File: src/common/msdft_pkg.sv
package msdft_pkg;

    // input samples
    localparam int din_width = 8;
    localparam int din_point = 7;

    // comb difference needs one extra bit
    localparam int comb_width = din_width + 1;

    // twiddle factors
    localparam int twidd_width = 16;
    localparam int twidd_point = 14;

    // full complex product, one guard bit for the add
    localparam int mult_width = comb_width + twidd_width + 1;
    localparam int mult_point = din_point + twidd_point;

    localparam int max_dft_len = 256;

    // integrator grows by log2 of the longest frame
    localparam int integ_width = mult_width + $clog2(max_dft_len);

    localparam int dout_width = 32;
    localparam int dout_point = 16;

    typedef struct packed {
        logic signed [din_width-1:0] re;
        logic signed [din_width-1:0] im;
    } din_cplx_t;

    typedef struct packed {
        logic signed [comb_width-1:0] re;
        logic signed [comb_width-1:0] im;
    } comb_cplx_t;

    // re sits in the upper half of the bus word
    typedef struct packed {
        logic signed [twidd_width-1:0] re;
        logic signed [twidd_width-1:0] im;
    } twidd_cplx_t;

    typedef struct packed {
        logic signed [mult_width-1:0] re;
        logic signed [mult_width-1:0] im;
    } mult_cplx_t;

    typedef struct packed {
        logic signed [integ_width-1:0] re;
        logic signed [integ_width-1:0] im;
    } integ_cplx_t;

    typedef struct packed {
        logic signed [dout_width-1:0] re;
        logic signed [dout_width-1:0] im;
    } dout_cplx_t;

endpackage
File: src/rtl/complex_mult.sv
module complex_mult import msdft_pkg::*; (
    input  logic        clk,
    input  logic        rst,
    input  comb_cplx_t  a,
    input  twidd_cplx_t b,
    input  logic        in_valid,
    output mult_cplx_t  p,
    output logic        out_valid
);

    localparam int prod_width = comb_width + twidd_width;

    logic signed [prod_width-1:0] rr;
    logic signed [prod_width-1:0] ii;
    logic signed [prod_width-1:0] ri;
    logic signed [prod_width-1:0] ir;
    logic                         prod_valid;

    // stage one, partial products
    always_ff @(posedge clk) begin
        if (in_valid) begin
            rr <= a.re * b.re;
            ii <= a.im * b.im;
            ri <= a.re * b.im;
            ir <= a.im * b.re;
        end
    end

    // stage two, combine
    always_ff @(posedge clk) begin
        if (prod_valid) begin
            p.re <= rr - ii;
            p.im <= ri + ir;
        end
    end

    always_ff @(posedge clk) begin
        if (rst) begin
            prod_valid <= 1'b0;
            out_valid <= 1'b0;
        end else begin
            prod_valid <= in_valid;
            out_valid <= prod_valid;
        end
    end

endmodule

File: config.mk
export PLATFORM = sky130hd
export DESIGN_NAME = complex_mult
export DESIGN_NICKNAME = d
export VERILOG_FILES = /design/src/common/msdft_pkg.sv /design/src/rtl/complex_mult.sv
export SDC_FILE = /design/constraint.sdc
export NUM_CORES = 2
export LEC_CHECK = 0
export BUFFER_PORTS_ARGS = -buffer_cell sky130_fd_sc_hd__buf_2
export CAP_MARGIN = 15
export CORE_MARGIN = 4
export CORE_UTILIZATION = 34
export DETAILED_ROUTE_END_ITERATION = 10
export PLACE_DENSITY_LB_ADDON = 0.1
export SLEW_MARGIN = 10
export SYNTH_ARGS = -nofsm -noshare
export SYNTH_HDL_FRONTEND = slang
export SYNTH_SLANG_ARGS = --single-unit
File: constraint.sdc
create_clock -name clk -period 6.8 [get_ports clk]
set_input_delay 0.34 -clock clk [delete_from_list [all_inputs] [get_ports clk]]
set_output_delay 0.34 -clock clk [all_outputs]
set_load 0.01 [all_outputs]
==> flow_summary.json <==
{
  "synth-edff-count": 152,
  "crit_fanout": 32,
  "max_freq_mhz": 177,
  "drive_above_1_share": 0.0648,
  "syn_to_final_growth_pct": 8.92,
  "synthCells": 2641,
  "synth.avg_cell_area_sq_um": 10.0,
  "cts_buffers": 17,
  "grt_pass1_vias": 19600,
  "cts_max_level": 4,
  "die_h_um": 287,
  "crit_chain": "buf_2 > nand2_1 > fa_1 > inv_1 > fa_1 > inv_1 > fa_1 > inv_1 > fa_1 > fa_1 > ha_1 > o21ai_0 > o21ai_0 > a2111oi_0 > o21bai_1 > a31oi_1 > o31ai_1 > mux2i_1 > nand4_1",
  "vdd_drop_max_v": 0.000238,
  "via_per_inst": 4.80,
  "wire_per_inst_um": 17.0,
  "critPathArrivalTime_ps": 5860,
  "post-route-drc-count": 0,
  "finClkSkew_ps": 15.4,
  "drt_wl_total_um": 63900,
  "drtIter0Drc": 989,
  "cp_num_buf_inv": 4,
  "first_pass_iters": 6,
  "synth_seq_cells": 154,
  "hold_ws_ps": 434,
  "drtAntennaViolNets": 0,
  "start_util": 0.342,
  "min_period_ps": 5640,
  "postCtsSetupBuffers": 0,
  "synth_seq_area_share": 0.174,
  "design_area_sq_um": 28800,
  "async_flop_share": 0,
  "cts-resized-gates": 0,
  "syn-cell-area_sq_um": 26500,
  "place_hpwl_um": 50200,
  "port_buffers": 105,
  "p_sw_frac": 0.468,
  "row_count": 102,
  "coreArea_sq_um": 77300,
  "rsz0062_at_grt": "false",
  "crit_type": "in -> reg",
  "finalPower_w": 0.0145,
  "grt_overflow_total": 0,
  "drv_cap": 0,
  "grt_pass1_wl_um": 107000,
  "timing.slew.headroom": 0.457,
  "pwr-share-clk": 0.076,
  "cts.sinks": 154,
  "grt_max_degree": 54,
  "slew_viol_final": 0,
  "io_pins": 106,
  "root_buffer": "clkbuf_16",
  "fin_nets": 3490,
  "p_leak_nw": 13.9,
  "finalCritPeriodShare": 0.830,
  "insertion_delay_ps": 480,
  "hp-class": "in -> reg",
  "cp_common_cell": "fa_1",
  "yosys_warnings": 0,
  "setup_tns_ps": 0,
  "place_area_sq_um": 28100,
  "p_sw_w": 0.00680,
  "cts_tree": "yes",
  "place.gp.congestion": 0.804,
  "die_w_um": 287,
  "p_comb_frac": 0.767,
  "synth_nets": 3430,
  "worst_pin_slew_ps": 814,
  "antenna_found_initial": 2,
  "critPathSlowestCell": "buf_2",
  "cpPeakStageDelay_ps": 560,
  "finalSetupViolations": 0,
  "p_seq_frac": 0.158,
  "intPower_w": 0.00773,
  "worstPathRequired_ps": 7020,
  "cp_top_family": "adder cells",
  "clockBufferDepth": 2,
  "gr-usage-all-layers": 0.165,
  "die_area_sq_um": 82300,
  "synth_flop_cell": "edfxtp_1",
  "vias": 18000,
  "yosysUniqueCellTypes": 61,
  "power.density_nw_per_um2": 504,
  "startpoint_type": "input pin",
  "synth_top_cell_by_area": "fa_1",
  "setup.worst_path.end_class": "flop",
  "status": "complete, no violations",
  "clkTransAtPathRegs_ps": 60,
  "synthTopCellsByArea": "fa_1 (36%), edfxtp_1 (17%), ha_1 (12%)",
  "hold_violations": 0,
  "synth_top_area_share": 0.362
}
## power groups by stage
stage / combinational, W / sequential [W] / clock (W)
final: 0.0111 / 0.00229 / 0.00110
after global routing: 0.0129 / 0.00234 / 0.00117
after CTS: 0.0113 / 0.00231 / 0.00115
after detailed placement: 0.0112 / 0.00233 / 0
after global placement: 0.0111 / 0.00232 / 0
after floorplan: 0.00858 / 0.00234 / 0
## path summary, 6_finish.rpt
check	startpoint	to	slack (ps)	cells past startpoint
max	a[1]	ii[24]$_DFFE_PP_	1160	19
min	b[0]	ri[0]$_DFFE_PP_	430	2
max reg2reg	ii[0]$_DFFE_PP_	p[50]$_DFFE_PP_	3760	10
min reg2reg	ir[0]$_DFFE_PP_	p[0]$_DFFE_PP_	560	1
## placed cells by master (no fill, tap or decap), types with 6 or more instances in the layout
master     instances
fa_1             478
inv_1            422
nand2_1          285
and2_1           274
ha_1             258
edfxtp_1         152
nor2_1           127
buf_2            104
xnor2_1           95
a21oi_1           73
o21ai_0           49
xor2_1            35
a21o_1            34
buf_4             28
o21a_1            27
nand3_1           26
nor3_1            26
nand2b_1          22
nor2b_1           19
clkbuf_16         17
and3_1            15
o21bai_1          13
o31ai_1           10
a31oi_1            7
a211oi_1           7
a2111oi_0          6
## registers in the layout, indices dropped and copies added (netlist names)
signal / count
prod_valid: 1
ii: 25
ir: 25
rr: 25
ri: 25
p: 52
out_valid: 1
## per-stage QoR
step / setup slack, ps / utilization / instances
finish: 1160 / 0.373 / 3757
global route: 671 / 0.373 / 3754
CTS: 1180 / 0.373 / 3754
detailed placement: 663 / 0.364 / 3721
global placement: 638 / 0.364 / 3721
floorplan: 1380 / - / 2641
## metal layers
layer | up-vias | GRT usage | routed length (um)
met4 | 0 | 0.0327 | 831
li1 | 8483 | - | -
met3 | 35 | 0.0240 | 2490
met2 | 301 | 0.266 | 29600
met5 | - | 0 | 0
met1 | 9228 | 0.238 | 31000
## logic make-up (layout without fill, tap and decap cells)
kind of cell | after synthesis | count (layout) | share of synthesized area
adder cells (fa/ha/maj) | 736 | 736 | 0.484
buffers and inverters | 516 | 589 | 0.0732
flip-flops | 154 | 154 | 0.174
other | 0 | 3 | 0
multiplexers | 5 | 5 | 0.00189
AND/OR/NAND/NOR | 824 | 824 | 0.155
XOR/XNOR | 130 | 130 | 0.0430
AO/OA/AOI/OAI | 276 | 276 | 0.0694
## cell type report
class / instances / area [sq um]
multi-input combinational: 1971 / 19900
sequential: 154 / 4610
fill: 7933 / 48500
tap: 1040 / 1300
timing repair buffer: 133 / 741
clock buffer: 21 / 460
clock inverter: 11 / 195
inverter: 424 / 1590
antenna: 3 / 7.51
## timing repair
action | CTS | global route
hold buffers | 1 | 0
hold endpoints to repair | 2 | 0
setup endpoints to repair | 0 | 0
## cell usage after synthesis, drive strengths merged, types with 6 or more instances
master / number
a21o: 34
a31oi: 8
and2: 274
or3: 6
o21ai: 54
edfxtp: 152
o21a: 27
o21bai: 13
a21oi: 73
ha: 258
fa: 478
nor3: 26
xnor2: 95
inv: 422
nand2b: 22
a211oi: 8
nand3: 26
o31ai: 10
and3: 15
clkbuf: 92
nand2: 285
xor2: 35
nor2: 127
a2111oi: 6
nor2b: 20
(Power assumes the default switching activity.)
