**src/common/msdft_pkg.sv**
```systemverilog
package msdft_pkg;

    // input samples
    localparam int din_width = 8;
    localparam int din_point = 7;

    // comb difference needs one extra bit
    localparam int comb_width = din_width + 1;

    // twiddle factors
    localparam int twidd_width = 16;
    localparam int twidd_point = 14;

    // full complex product, one guard bit for the add
    localparam int mult_width = comb_width + twidd_width + 1;
    localparam int mult_point = din_point + twidd_point;

    localparam int max_dft_len = 256;

    // integrator grows by log2 of the longest frame
    localparam int integ_width = mult_width + $clog2(max_dft_len);

    localparam int dout_width = 32;
    localparam int dout_point = 16;

    typedef struct packed {
        logic signed [din_width-1:0] re;
        logic signed [din_width-1:0] im;
    } din_cplx_t;

    typedef struct packed {
        logic signed [comb_width-1:0] re;
        logic signed [comb_width-1:0] im;
    } comb_cplx_t;

    // re sits in the upper half of the bus word
    typedef struct packed {
        logic signed [twidd_width-1:0] re;
        logic signed [twidd_width-1:0] im;
    } twidd_cplx_t;

    typedef struct packed {
        logic signed [mult_width-1:0] re;
        logic signed [mult_width-1:0] im;
    } mult_cplx_t;

    typedef struct packed {
        logic signed [integ_width-1:0] re;
        logic signed [integ_width-1:0] im;
    } integ_cplx_t;

    typedef struct packed {
        logic signed [dout_width-1:0] re;
        logic signed [dout_width-1:0] im;
    } dout_cplx_t;

endpackage
```
**src/rtl/integ_cast.sv**
```systemverilog
module integ_cast import msdft_pkg::*; (
    input  logic       clk,
    input  logic       rst,
    input  mult_cplx_t din,
    input  logic       din_valid,
    output dout_cplx_t dout,
    output logic       dout_valid
);

    localparam int shift = mult_point - dout_point;
    localparam int work_width = integ_width + 1;
    localparam int half = 1 << (shift - 1);

    localparam logic signed [dout_width-1:0] out_max = {1'b0, {(dout_width-1){1'b1}}};
    localparam logic signed [dout_width-1:0] out_min = {1'b1, {(dout_width-1){1'b0}}};

    integ_cplx_t integ;
    logic        integ_valid;

    // round half up, then clamp to the output range
    function automatic logic signed [dout_width-1:0] round_sat(
        input logic signed [integ_width-1:0] x
    );
        logic signed [work_width-1:0] r;
        r = (work_width'(x) + half) >>> shift;
        if (r > out_max) begin
            return out_max;
        end else if (r < out_min) begin
            return out_min;
        end
        return dout_width'(r);
    endfunction

    always_ff @(posedge clk) begin
        if (rst) begin
            integ <= '0;
            integ_valid <= 1'b0;
        end else begin
            integ_valid <= din_valid;
            if (din_valid) begin
                integ.re <= integ.re + din.re;
                integ.im <= integ.im + din.im;
            end
        end
    end

    always_ff @(posedge clk) begin
        if (integ_valid) begin
            dout.re <= round_sat(integ.re);
            dout.im <= round_sat(integ.im);
        end
    end

    always_ff @(posedge clk) begin
        if (rst) begin
            dout_valid <= 1'b0;
        end else begin
            dout_valid <= integ_valid;
        end
    end

endmodule

```
**config.mk**
```make
export PLATFORM = sky130hd
export DESIGN_NAME = integ_cast
export DESIGN_NICKNAME = d
export VERILOG_FILES = /design/src/common/msdft_pkg.sv /design/src/rtl/integ_cast.sv
export SDC_FILE = /design/constraint.sdc
export NUM_CORES = 1
export LEC_CHECK = 0
export BUFFER_PORTS_ARGS = -buffer_cell sky130_fd_sc_hd__buf_2
export CORE_UTILIZATION = 53
export CTS_CLUSTER_SIZE = 8
export DETAILED_ROUTE_END_ITERATION = 8
export GPL_TIMING_DRIVEN = 0
export PLACE_DENSITY_LB_ADDON = 0.3
export RECOVER_POWER = 25
export SKIP_LAST_GASP = 1
export SYNTH_ARGS = -nofsm -noshare
export SYNTH_HDL_FRONTEND = slang
export SYNTH_SLANG_ARGS = --single-unit
```
**constraint.sdc**
```tcl
create_clock -name clk -period 2.9 [get_ports clk]
set_input_delay 0.435 -clock clk [delete_from_list [all_inputs] [get_ports clk]]
set_output_delay 0.435 -clock clk [all_outputs]
set_load 0.01 [all_outputs]
```
==> flow_summary.ini, run 1 <==
[sta]
hold_slack_ns = 0.335
slew_headroom = -0.00209
rsz0062_at_grt = yes
clock.fmax_mhz = 346
worst_pin_slew_ns = 1.50
setup_ws_ns = 0.00789
hold_viol = 0
fin_crit_ns = 2.89
period_share = 0.997
setup_violations = 0
slew_viol_final = 63
skew_ns = 0.00877

[global_route]
grt_pass1_wl_um = 35300
grt_max_degree = 64
grt_pass1_vias = 7231
grt_usage = 0.270
grt-ovfl-total = 0
grt_antenna_before_repair = 0

[logic_synthesis]
synth_compound_area_frac = 0.188
ys_warn_count = 0
synth_top_family_by_area = compound AO/OA/AOI/OAI gates
synth_nets = 1081
muxShareOfSynthArea = 0.0402
yosysSeqAreaShare = 0.374
synth_seq_cells = 132
synthFlopType = dfxtp_1
yosysTopAreaCellShare = 0.214
syn-instance-count = 956
netlist_area_mm2 = 0.00872
synth-xor-area-share = 0.106
ys_async_sr_fraction = 0
synth_top_cell_by_area = edfxtp_1
synthAdderAreaFrac = 0.102
syn_area_per_cell_um2 = 9.12
synth_simple_gate_area_frac = 0.161
synth-edff-count = 62
synth_area_leaders = edfxtp_1, dfxtp_1, ha_1
ys_types = 63

[run]
maxCapViolCount = 1

[place]
hpwl_um = 15800
numPortBuffers = 119
pre_cts_ws_ns = -0.516
gp_congestion = 0.933

[floorplanning]
fp.coreArea_mm2 = 0.0159
die_h_um = 130
ioPinCount = 120
initial_core_util = 0.547
die_w_um = 130
rows = 46
die_area_mm2 = 0.0170

[finish]
diodes = 0
layout_commonest_cell = buf_2
drive_above_1_share = 0.191
layout_common_cells = buf_2, nor2_1, nand2_1
nets = 1241
area_growth_pct = 20.5

[cts]
htreeDepth = 4
cts_buffers = 17
cts_hold_buf = 0
clk_pin_slew_ns = 0.06
cts_tree = yes
cts_root_buffer = clkbuf_16
clock_latency_ns = 0.42
clock_sinks = 132
cts_buffer_depth = 2

[run_status]
violations = capacitance limit, slew limit
outcome = complete, but fails checks

[hold_path]
min-delay-path-class = input port to flop

[route]
dr.pass1.iters = 5
wl_um = 22100
ant_nets = 0
route.vias.total = 7638
drtIter0Drc = 511
drc = 0
viasPerCell = 5.68
wl_per_cell_um = 16.4

[power]
powerDensity_mw_per_mm2 = 638
peakVddDrop_mv = 0.434
power.leakage_uw = 0.00460

[setup_path]
cp_num_buf_inv = 1
critPathLaunchType = flop
crit_slowest_cell = dfxtp_4
arrival_ns = 3.16
criticalPathCategory = flop to flop
cp.required_ns = 3.17
cp-end-kind = flop
crit_chain = ha_4 > a2111oi_4 > o21ai_2 > a221oi_2 > buf_4 > a211o_4 > o31ai_4 > a21o_1 > a21o_2 > a41oi_2 > xor2_1 > a211oi_2
critPathMaxStageDelay_ns = 0.38
crit_fanout = 7
crit_family = compound AO/OA/AOI/OAI gates
[stage by stage]
stage,power [µW],area [µm²],util,instances,setup TNS [ns]
6_report,6700,10500,0.659,1345,0
3_5_place_dp,4610,9600,0.602,1291,-4.42
5_1_grt,7070,10500,0.659,1345,-0.215
4_1_cts,6590,10300,0.645,1335,-0.136
2_1_floorplan,4110,8730,-,956,-0.0101
3_3_place_gp,4570,9590,0.602,1291,-4.05
[worst register-to-register path, stage by stage, from the launching register on]
cell,delay (ns)
dfxtp_4,0.38
ha_4,0.21
a2111oi_4,0.37
o21ai_2,0.11
a221oi_2,0.34
buf_4,0.19
a211o_4,0.16
o31ai_4,0.07
a21o_1,0.18
a21o_2,0.24
a41oi_2,0.19
xor2_1,0.21
a211oi_2,0.09
[Yosys cell counts, types with 3 or more instances]
master and number:
nand2b_1 6, mux2i_1 35, nand4_1 8, a21oi_1 74, xor2_1 32, nor4_1 3, a41oi_1 6, dfxtp_1 70
a211oi_1 10, o22ai_1 5, o211ai_1 3, nand3_1 43, xnor2_1 74, nand2_1 79, nor3_1 12, nor2_1 104
ha_1 68, o21ai_0 22, edfxtp_1 62, a221o_1 3, nor4b_1 3, o21bai_1 8, o21ai_1 23, and2_1 3
a21o_1 44, o21a_1 6, nor2b_1 12, inv_1 30, clkbuf_1 28, and3_1 21, a21oi_2 3, a31oi_1 9
or2_2 4
[kinds of logic (layout without fill, tap and decap cells)]
kind of cell,Yosys count,after routing
and+or+nand+nor,306,306
AOI/OAI and AO/OA,245,245
buffers and inverters,62,235
adders and majority gates,70,70
muxes,35,35
DFF,132,132
xor gates and xnor gates,106,106
[flip-flops by register name, summed over array words and instances (netlist names)]
name         cells
dout            62
dout_valid       1
integ           68
integ_valid      1
[metal layers]
metal,GRT usage,share of wire
met1,0.356,0.46
met2,0.443,0.47
met3,0.0369,0.047
met4,0.114,0.025
met5,0,0
[cell type report]
cell class	count	area (µm²)
plain buffers	31	124
clock buffers	26	479
clock inverters	6	32.5
fillers	1357	5440
inverters	30	113
multi-input cells	762	5460
flip-flops and latches	132	3280
well taps	216	270
repair buffers	142	752
[path summary, 6_finish.rpt]
check / from / end / slack (ns) / cells past startpoint
setup reg to reg: integ[5] / integ[27] / 0.008 / 12
hold reg to reg: integ[37] / integ[37] / 0.50 / 2
setup / recovery: integ[5] / integ[27] / 0.008 / 12
hold / removal: din_valid / integ_valid / 0.34 / 3
[power by group]
| part | switching (µW) | total, µW | leakage (µW) | internal [µW] |
|---|---|---|---|---|
| clock | 778 | 1910 | 0.000252 | 1130 |
| sequential | 267 | 2500 | 0.00118 | 2230 |
| combinational | 1250 | 2300 | 0.00316 | 1050 |
[what timing repair did]
action | CTS | global route
endpoints found under the setup margin | 14 | 14
setup buffers | 12 | 11
gates resized for setup | 22 | 31
pin swaps | 14 | 20
(Power assumes the default switching activity.)
==> run 2, diff against run 1 <==
--- a/config.mk
+++ b/config.mk
@@ -5,10 +5,11 @@
 export SDC_FILE = /design/constraint.sdc
 export NUM_CORES = 1
 export LEC_CHECK = 0
-export BUFFER_PORTS_ARGS = -buffer_cell sky130_fd_sc_hd__buf_2
-export CORE_UTILIZATION = 53
+export CORE_UTILIZATION = 60
+export CTS_BUF_LIST = sky130_fd_sc_hd__clkbuf_2
 export CTS_CLUSTER_SIZE = 8
 export DETAILED_ROUTE_END_ITERATION = 8
+export DONT_BUFFER_PORTS = 1
 export GPL_TIMING_DRIVEN = 0
 export PLACE_DENSITY_LB_ADDON = 0.3
 export RECOVER_POWER = 25
==> flow_summary.ini, run 2 (synthesis results as in run 1) <==
[sta]
skew_ns = 0.0306
clock.fmax_mhz = 335
rsz0062_at_grt = yes
hold_slack_ns = 0.0534
slew_headroom = 0.0796
hold_viol = 0
setup_violations = 3
worst_pin_slew_ns = 1.38
setup_ws_ns = -0.0861
period_share = 1.03
fin_crit_ns = 2.99
slew_viol_final = 0

[cts]
cts_tree = yes
cts_buffers = 17
clock_latency_ns = 0.72
cts_buffer_depth = 2
clock_sinks = 132
cts_root_buffer = clkbuf_2
htreeDepth = 4
clk_pin_slew_ns = 0.18

[route]
drc = 0
drtIter0Drc = 453
wl_um = 21400
route.vias.total = 7358
viasPerCell = 6.16
wl_per_cell_um = 17.9
ant_nets = 0
dr.pass1.iters = 6

[global_route]
grt_pass1_wl_um = 32900
grt_max_degree = 38
grt-ovfl-total = 0
grt_pass1_vias = 6726
grt_usage = 0.283
grt_antenna_before_repair = 0

[power]
powerDensity_mw_per_mm2 = 604
peakVddDrop_mv = 0.258
total_power_uw = 5840
power.leakage_uw = 0.00406

[floorplanning]
die_w_um = 123
die_area_mm2 = 0.0150
rows = 43
die_h_um = 123
initial_core_util = 0.621
fp.coreArea_mm2 = 0.0140
ioPinCount = 120

[setup_path]
criticalPathCategory = flop to flop
crit_fanout = 4
critPathMaxStageDelay_ns = 0.40
cp.required_ns = 3.54
ff2ff_path_depth = 13
crit_slowest_cell = a2111o_1
critPathLaunchType = flop
arrival_ns = 3.63
crit_chain = ha_4 > inv_2 > fa_2 > nor2b_2 > o31a_1 > o311ai_2 > nand2_2 > a21oi_4 > o21a_1 > o21bai_2 > a221o_1 > a2111o_1 > o211ai_1
cp-end-kind = flop

[finish]
layout_commonest_cell = nor2_1
top_register = integ
reg_top3 = integ x68, dout x62
drive_above_1_share = 0.118
layout_common_cells = nor2_1, nand2_1, xnor2_1
nets = 1126
area_growth_pct = 10.9
fin_cells = 1194
finish.utilization = 0.689
largest_register_ff_count = 68
diodes = 0

[hold_path]
min-delay-path-class = input port to flop
holdPathStages = 4

[run_status]
violations = setup timing
outcome = complete, but fails checks

[place]
dp.cells = 1137
numPortBuffers = 0
gp_congestion = 0.889
pre_cts_ws_ns = -0.452
hpwl_um = 15500

[run]
maxCapViolCount = 0
==> run 2: changes by cell type in the layout (fill, tap and decap cells not counted), sizes merged <==
cell,before,now
clkinv,5,10
dlygate4sd3,0,4
bufinv,0,2
clkbuf,64,45
buf,135,26
clkinvlp,1,3
==> run 2: final timing paths <==
check | startpoint | endpoint | slack, ns
worst max-delay path | integ[0] | integ[30] | -0.09
worst min-delay path | din_valid | integ[33] | 0.05
worst max register to register | integ[0] | integ[30] | -0.09
worst min register to register | integ[1] | integ[1] | 0.52
==> run 2: cell type report <==
cell class	instances	area [µm²]
multi-input cells	762	5470
fillers	1115	4370
well taps	180	225
clock buffers	17	85.1
flip-flops and latches	132	3290
inverters	30	113
plain buffers	31	124
clock inverters	15	141
repair buffers	27	225
==> run 2: where the power goes <==
| group | switching (µW) | leakage (µW) | internal (µW) |
|---|---|---|---|
| clock network | 717 | 0.000134 | 383 |
| registers | 311 | 0.00118 | 2230 |
| logic | 1180 | 0.00274 | 1010 |
| total | 2210 | 0.00406 | 3630 |
==> run 2: critical path, delay by kind of cell (launching register included) <==
kind                     cells  cell delay [ns]
flip-flops                   1             0.37
buffers and inverters        1             0.06
AND/OR/NAND/NOR              2             0.23
AO/OA/AOI/OAI                8             1.89
adder cells (fa/ha/maj)      2             0.38
==> run 2: per-stage QoR <==
step	area, µm²	TNS (ns)
floorplan	8730	-0.0101
global placement	8950	-2.26
detailed placement	8970	-2.67
CTS	9350	-0.803
global route	9670	-0.707
finish	9670	-0.130
==> run 2: repair_timing <==
action	in CTS	in global routing
endpoints found under the setup margin	11	19
setup buffers	5	17
pin swaps	12	20
hold buffers	4	0
hold endpoints to repair	4	0
gates resized for setup	20	43
==> run 2: per-layer routing <==
| layer | global-route usage | vias to the layer above | part of all wire |
|---|---|---|---|
| li1 | - | 3570 | - |
| met2 | 0.451 | 284 | 0.47 |
| met4 | 0.136 | 0 | 0.030 |
| met3 | 0.0604 | 53 | 0.066 |
| met1 | 0.362 | 3451 | 0.43 |
| met5 | 0 | - | 0 |
==> run 3, diff against run 2 <==
--- a/config.mk
+++ b/config.mk
@@ -5,7 +5,7 @@
 export SDC_FILE = /design/constraint.sdc
 export NUM_CORES = 1
 export LEC_CHECK = 0
-export CORE_UTILIZATION = 60
+export CORE_UTILIZATION = 35
 export CTS_BUF_LIST = sky130_fd_sc_hd__clkbuf_2
 export CTS_CLUSTER_SIZE = 8
 export DETAILED_ROUTE_END_ITERATION = 8
==> flow_summary.ini, run 3 (synthesis results as in run 1) <==
[run_status]
outcome = complete, but fails checks
violations = capacitance limit, slew limit

[route]
ant_nets = 0
wl_per_cell_um = 17.0
wl_um = 22800
drtIter0Drc = 370
drc = 0
viasPerCell = 5.25
route.vias.total = 7053
dr.pass1.iters = 5

[finish]
finish.instance_area_mm2 = 0.00997
layout_commonest_cell = nor2_1
layout_common_cells = nor2_1, nand2_1, xnor2_1
filler_cell_count = 2459
nets = 1129
largest_register_ff_count = 68
drive_above_1_share = 0.123
finish.utilization = 0.409
top_register = integ
reg_top3 = integ x68, dout x62
area_growth_pct = 14.4

[global_route]
grt_pass1_wl_um = 35800
grt_antenna_before_repair = 1
grt_max_degree = 64
met2_usage = 0.293
use_met3 = 0.0525
grt_usage = 0.180
grt-ovfl-total = 0
globalRouteMet1Util = 0.236
grt_pass1_vias = 6612
global_route.peak_usage_layer = met2

[setup_path]
cp.required_ns = 3.52
cp-end-kind = flop
timing.critical_path.mode_cell = a211oi_2
regToRegStartpoint = integ[6]
crit_fanout = 5
criticalPathCategory = flop to flop
r2r_setup_slack_ns = 0.03
arrival_ns = 3.49
cp_num_buf_inv = 1
critPathMaxStageDelay_ns = 0.41
ff2ff_path_depth = 12
worstSetupStartpoint = integ[6]
crit_chain = ha_4 > a2111oi_4 > a211oi_2 > a221oi_2 > buf_4 > a211o_4 > o31ai_4 > a21o_1 > a21o_2 > a41oi_2 > xor2_1 > a211oi_2
critPathLaunchType = flop
r2r-end = integ[27]
crit_family = compound AO/OA/AOI/OAI gates
crit_slowest_cell = dfxtp_4

[sta]
fin_tns_setup_ns = 0
hold_viol = 0
period_share = 0.989
setup_violations = 0
worst_pin_slew_ns = 1.52
clock.fmax_mhz = 349
slew_headroom = -0.0122
skew_ns = 0.0406
fin_crit_ns = 2.87
hold_slack_ns = 0.0826
slew_viol_final = 65
rsz0062_at_grt = yes

[cts]
clock_sinks = 132
clock_latency_ns = 0.73
cts_buffer_depth = 2
cts_tree = yes
clk_pin_slew_ns = 0.23
cts_root_buffer = clkbuf_2
htreeDepth = 4
cts_buffers = 17

[place]
place_area_mm2 = 0.00914
hpwl_um = 16600
numPortBuffers = 0
gp_congestion = 0.877

[floorplanning]
rows = 57
die_h_um = 160
die_w_um = 160
fp.coreArea_mm2 = 0.0244
ioPinCount = 120
die_area_mm2 = 0.0255
initial_core_util = 0.357

[power]
powerDensity_mw_per_mm2 = 624
peakVddDrop_mv = 0.259
power.leakage_uw = 0.00411

[hold_path]
holdCritStartpoint = din[27]
hold_end = integ[35]
min-delay-path-class = input port to flop
holdPathStages = 3

[run]
maxCapViolCount = 1
## run 3: cell types whose count changed in the layout (fill, tap and decap cells not counted), moves of 2 or more
cell and delta:
clkbuf_2 +2, a31oi_1 -2, nor2b_2 -2, diode_2 +2, clkinv_2 -4, dfxtp_1 -3, dfxtp_2 +2, ha_2 -2
bufinv_16 +4, buf_4 +3, ha_1 +3, o2111ai_2 -2
## run 3: worst max path at each step
stage / to / slack (ns) / depth (start not counted)
floorplan: integ[60] / -0.01 / 13
global placement: integ[60] / -0.46 / 13
detailed placement: integ[60] / -0.52 / 13
CTS: integ[60] / -0.001 / 13
global route: integ[27] / -0.12 / 12
finish: integ[27] / 0.03 / 12
## run 3: worst min-delay path, delay by kind of cell
kind            cells  cell delay, ns
compound gates      1            0.07
buf+inv             1            0.06
fa+ha+maj           1            0.20
## run 3: power breakdown
part | switching (µW) | leakage (µW) | internal (µW)
combinational | 1160 | 0.00275 | 1010
clock | 757 | 0.000182 | 746
sequential | 305 | 0.00118 | 2240
total | 2230 | 0.00411 | 4000
## run 3: timing repair
item                                    in CTS  in global routing
setup buffers                               15                 11
hold buffers                                 5                  0
endpoints found under the setup margin      13                 22
pin swaps                                   15                 25
gates resized for setup                     32                 33
endpoints found under the hold margin        7                  0
## run 3: metal layers
metal	wire (µm)	vias to the layer above
met3	1460	17
met5	0	-
met2	10600	170
met4	276	0
met1	10500	3280
li1	-	3586
## run 3: per-stage QoR
step | instances | setup slack (ns) | power, µW
3_5_place_dp | 1280 | -0.522 | 4530
3_3_place_gp | 1280 | -0.463 | 4500
6_report | 1343 | 0.0310 | 6220
5_1_grt | 1342 | -0.124 | 6620
4_1_cts | 1332 | -0.00105 | 6160
2_1_floorplan | 956 | -0.0101 | 4110
## run 3: final cells by class
type	count	area [µm²]	share of cell area
flip-flops and latches	132	3290	0.330
inverters	30	113	0.0113
diodes	2	5.00	0.000502
multi-input cells	762	5460	0.548
plain buffers	30	120	0.0120
clock buffers	19	95.1	0.00954
clock inverters	13	230	0.0231
repair buffers	31	249	0.0250
well taps	324	405	0.0407
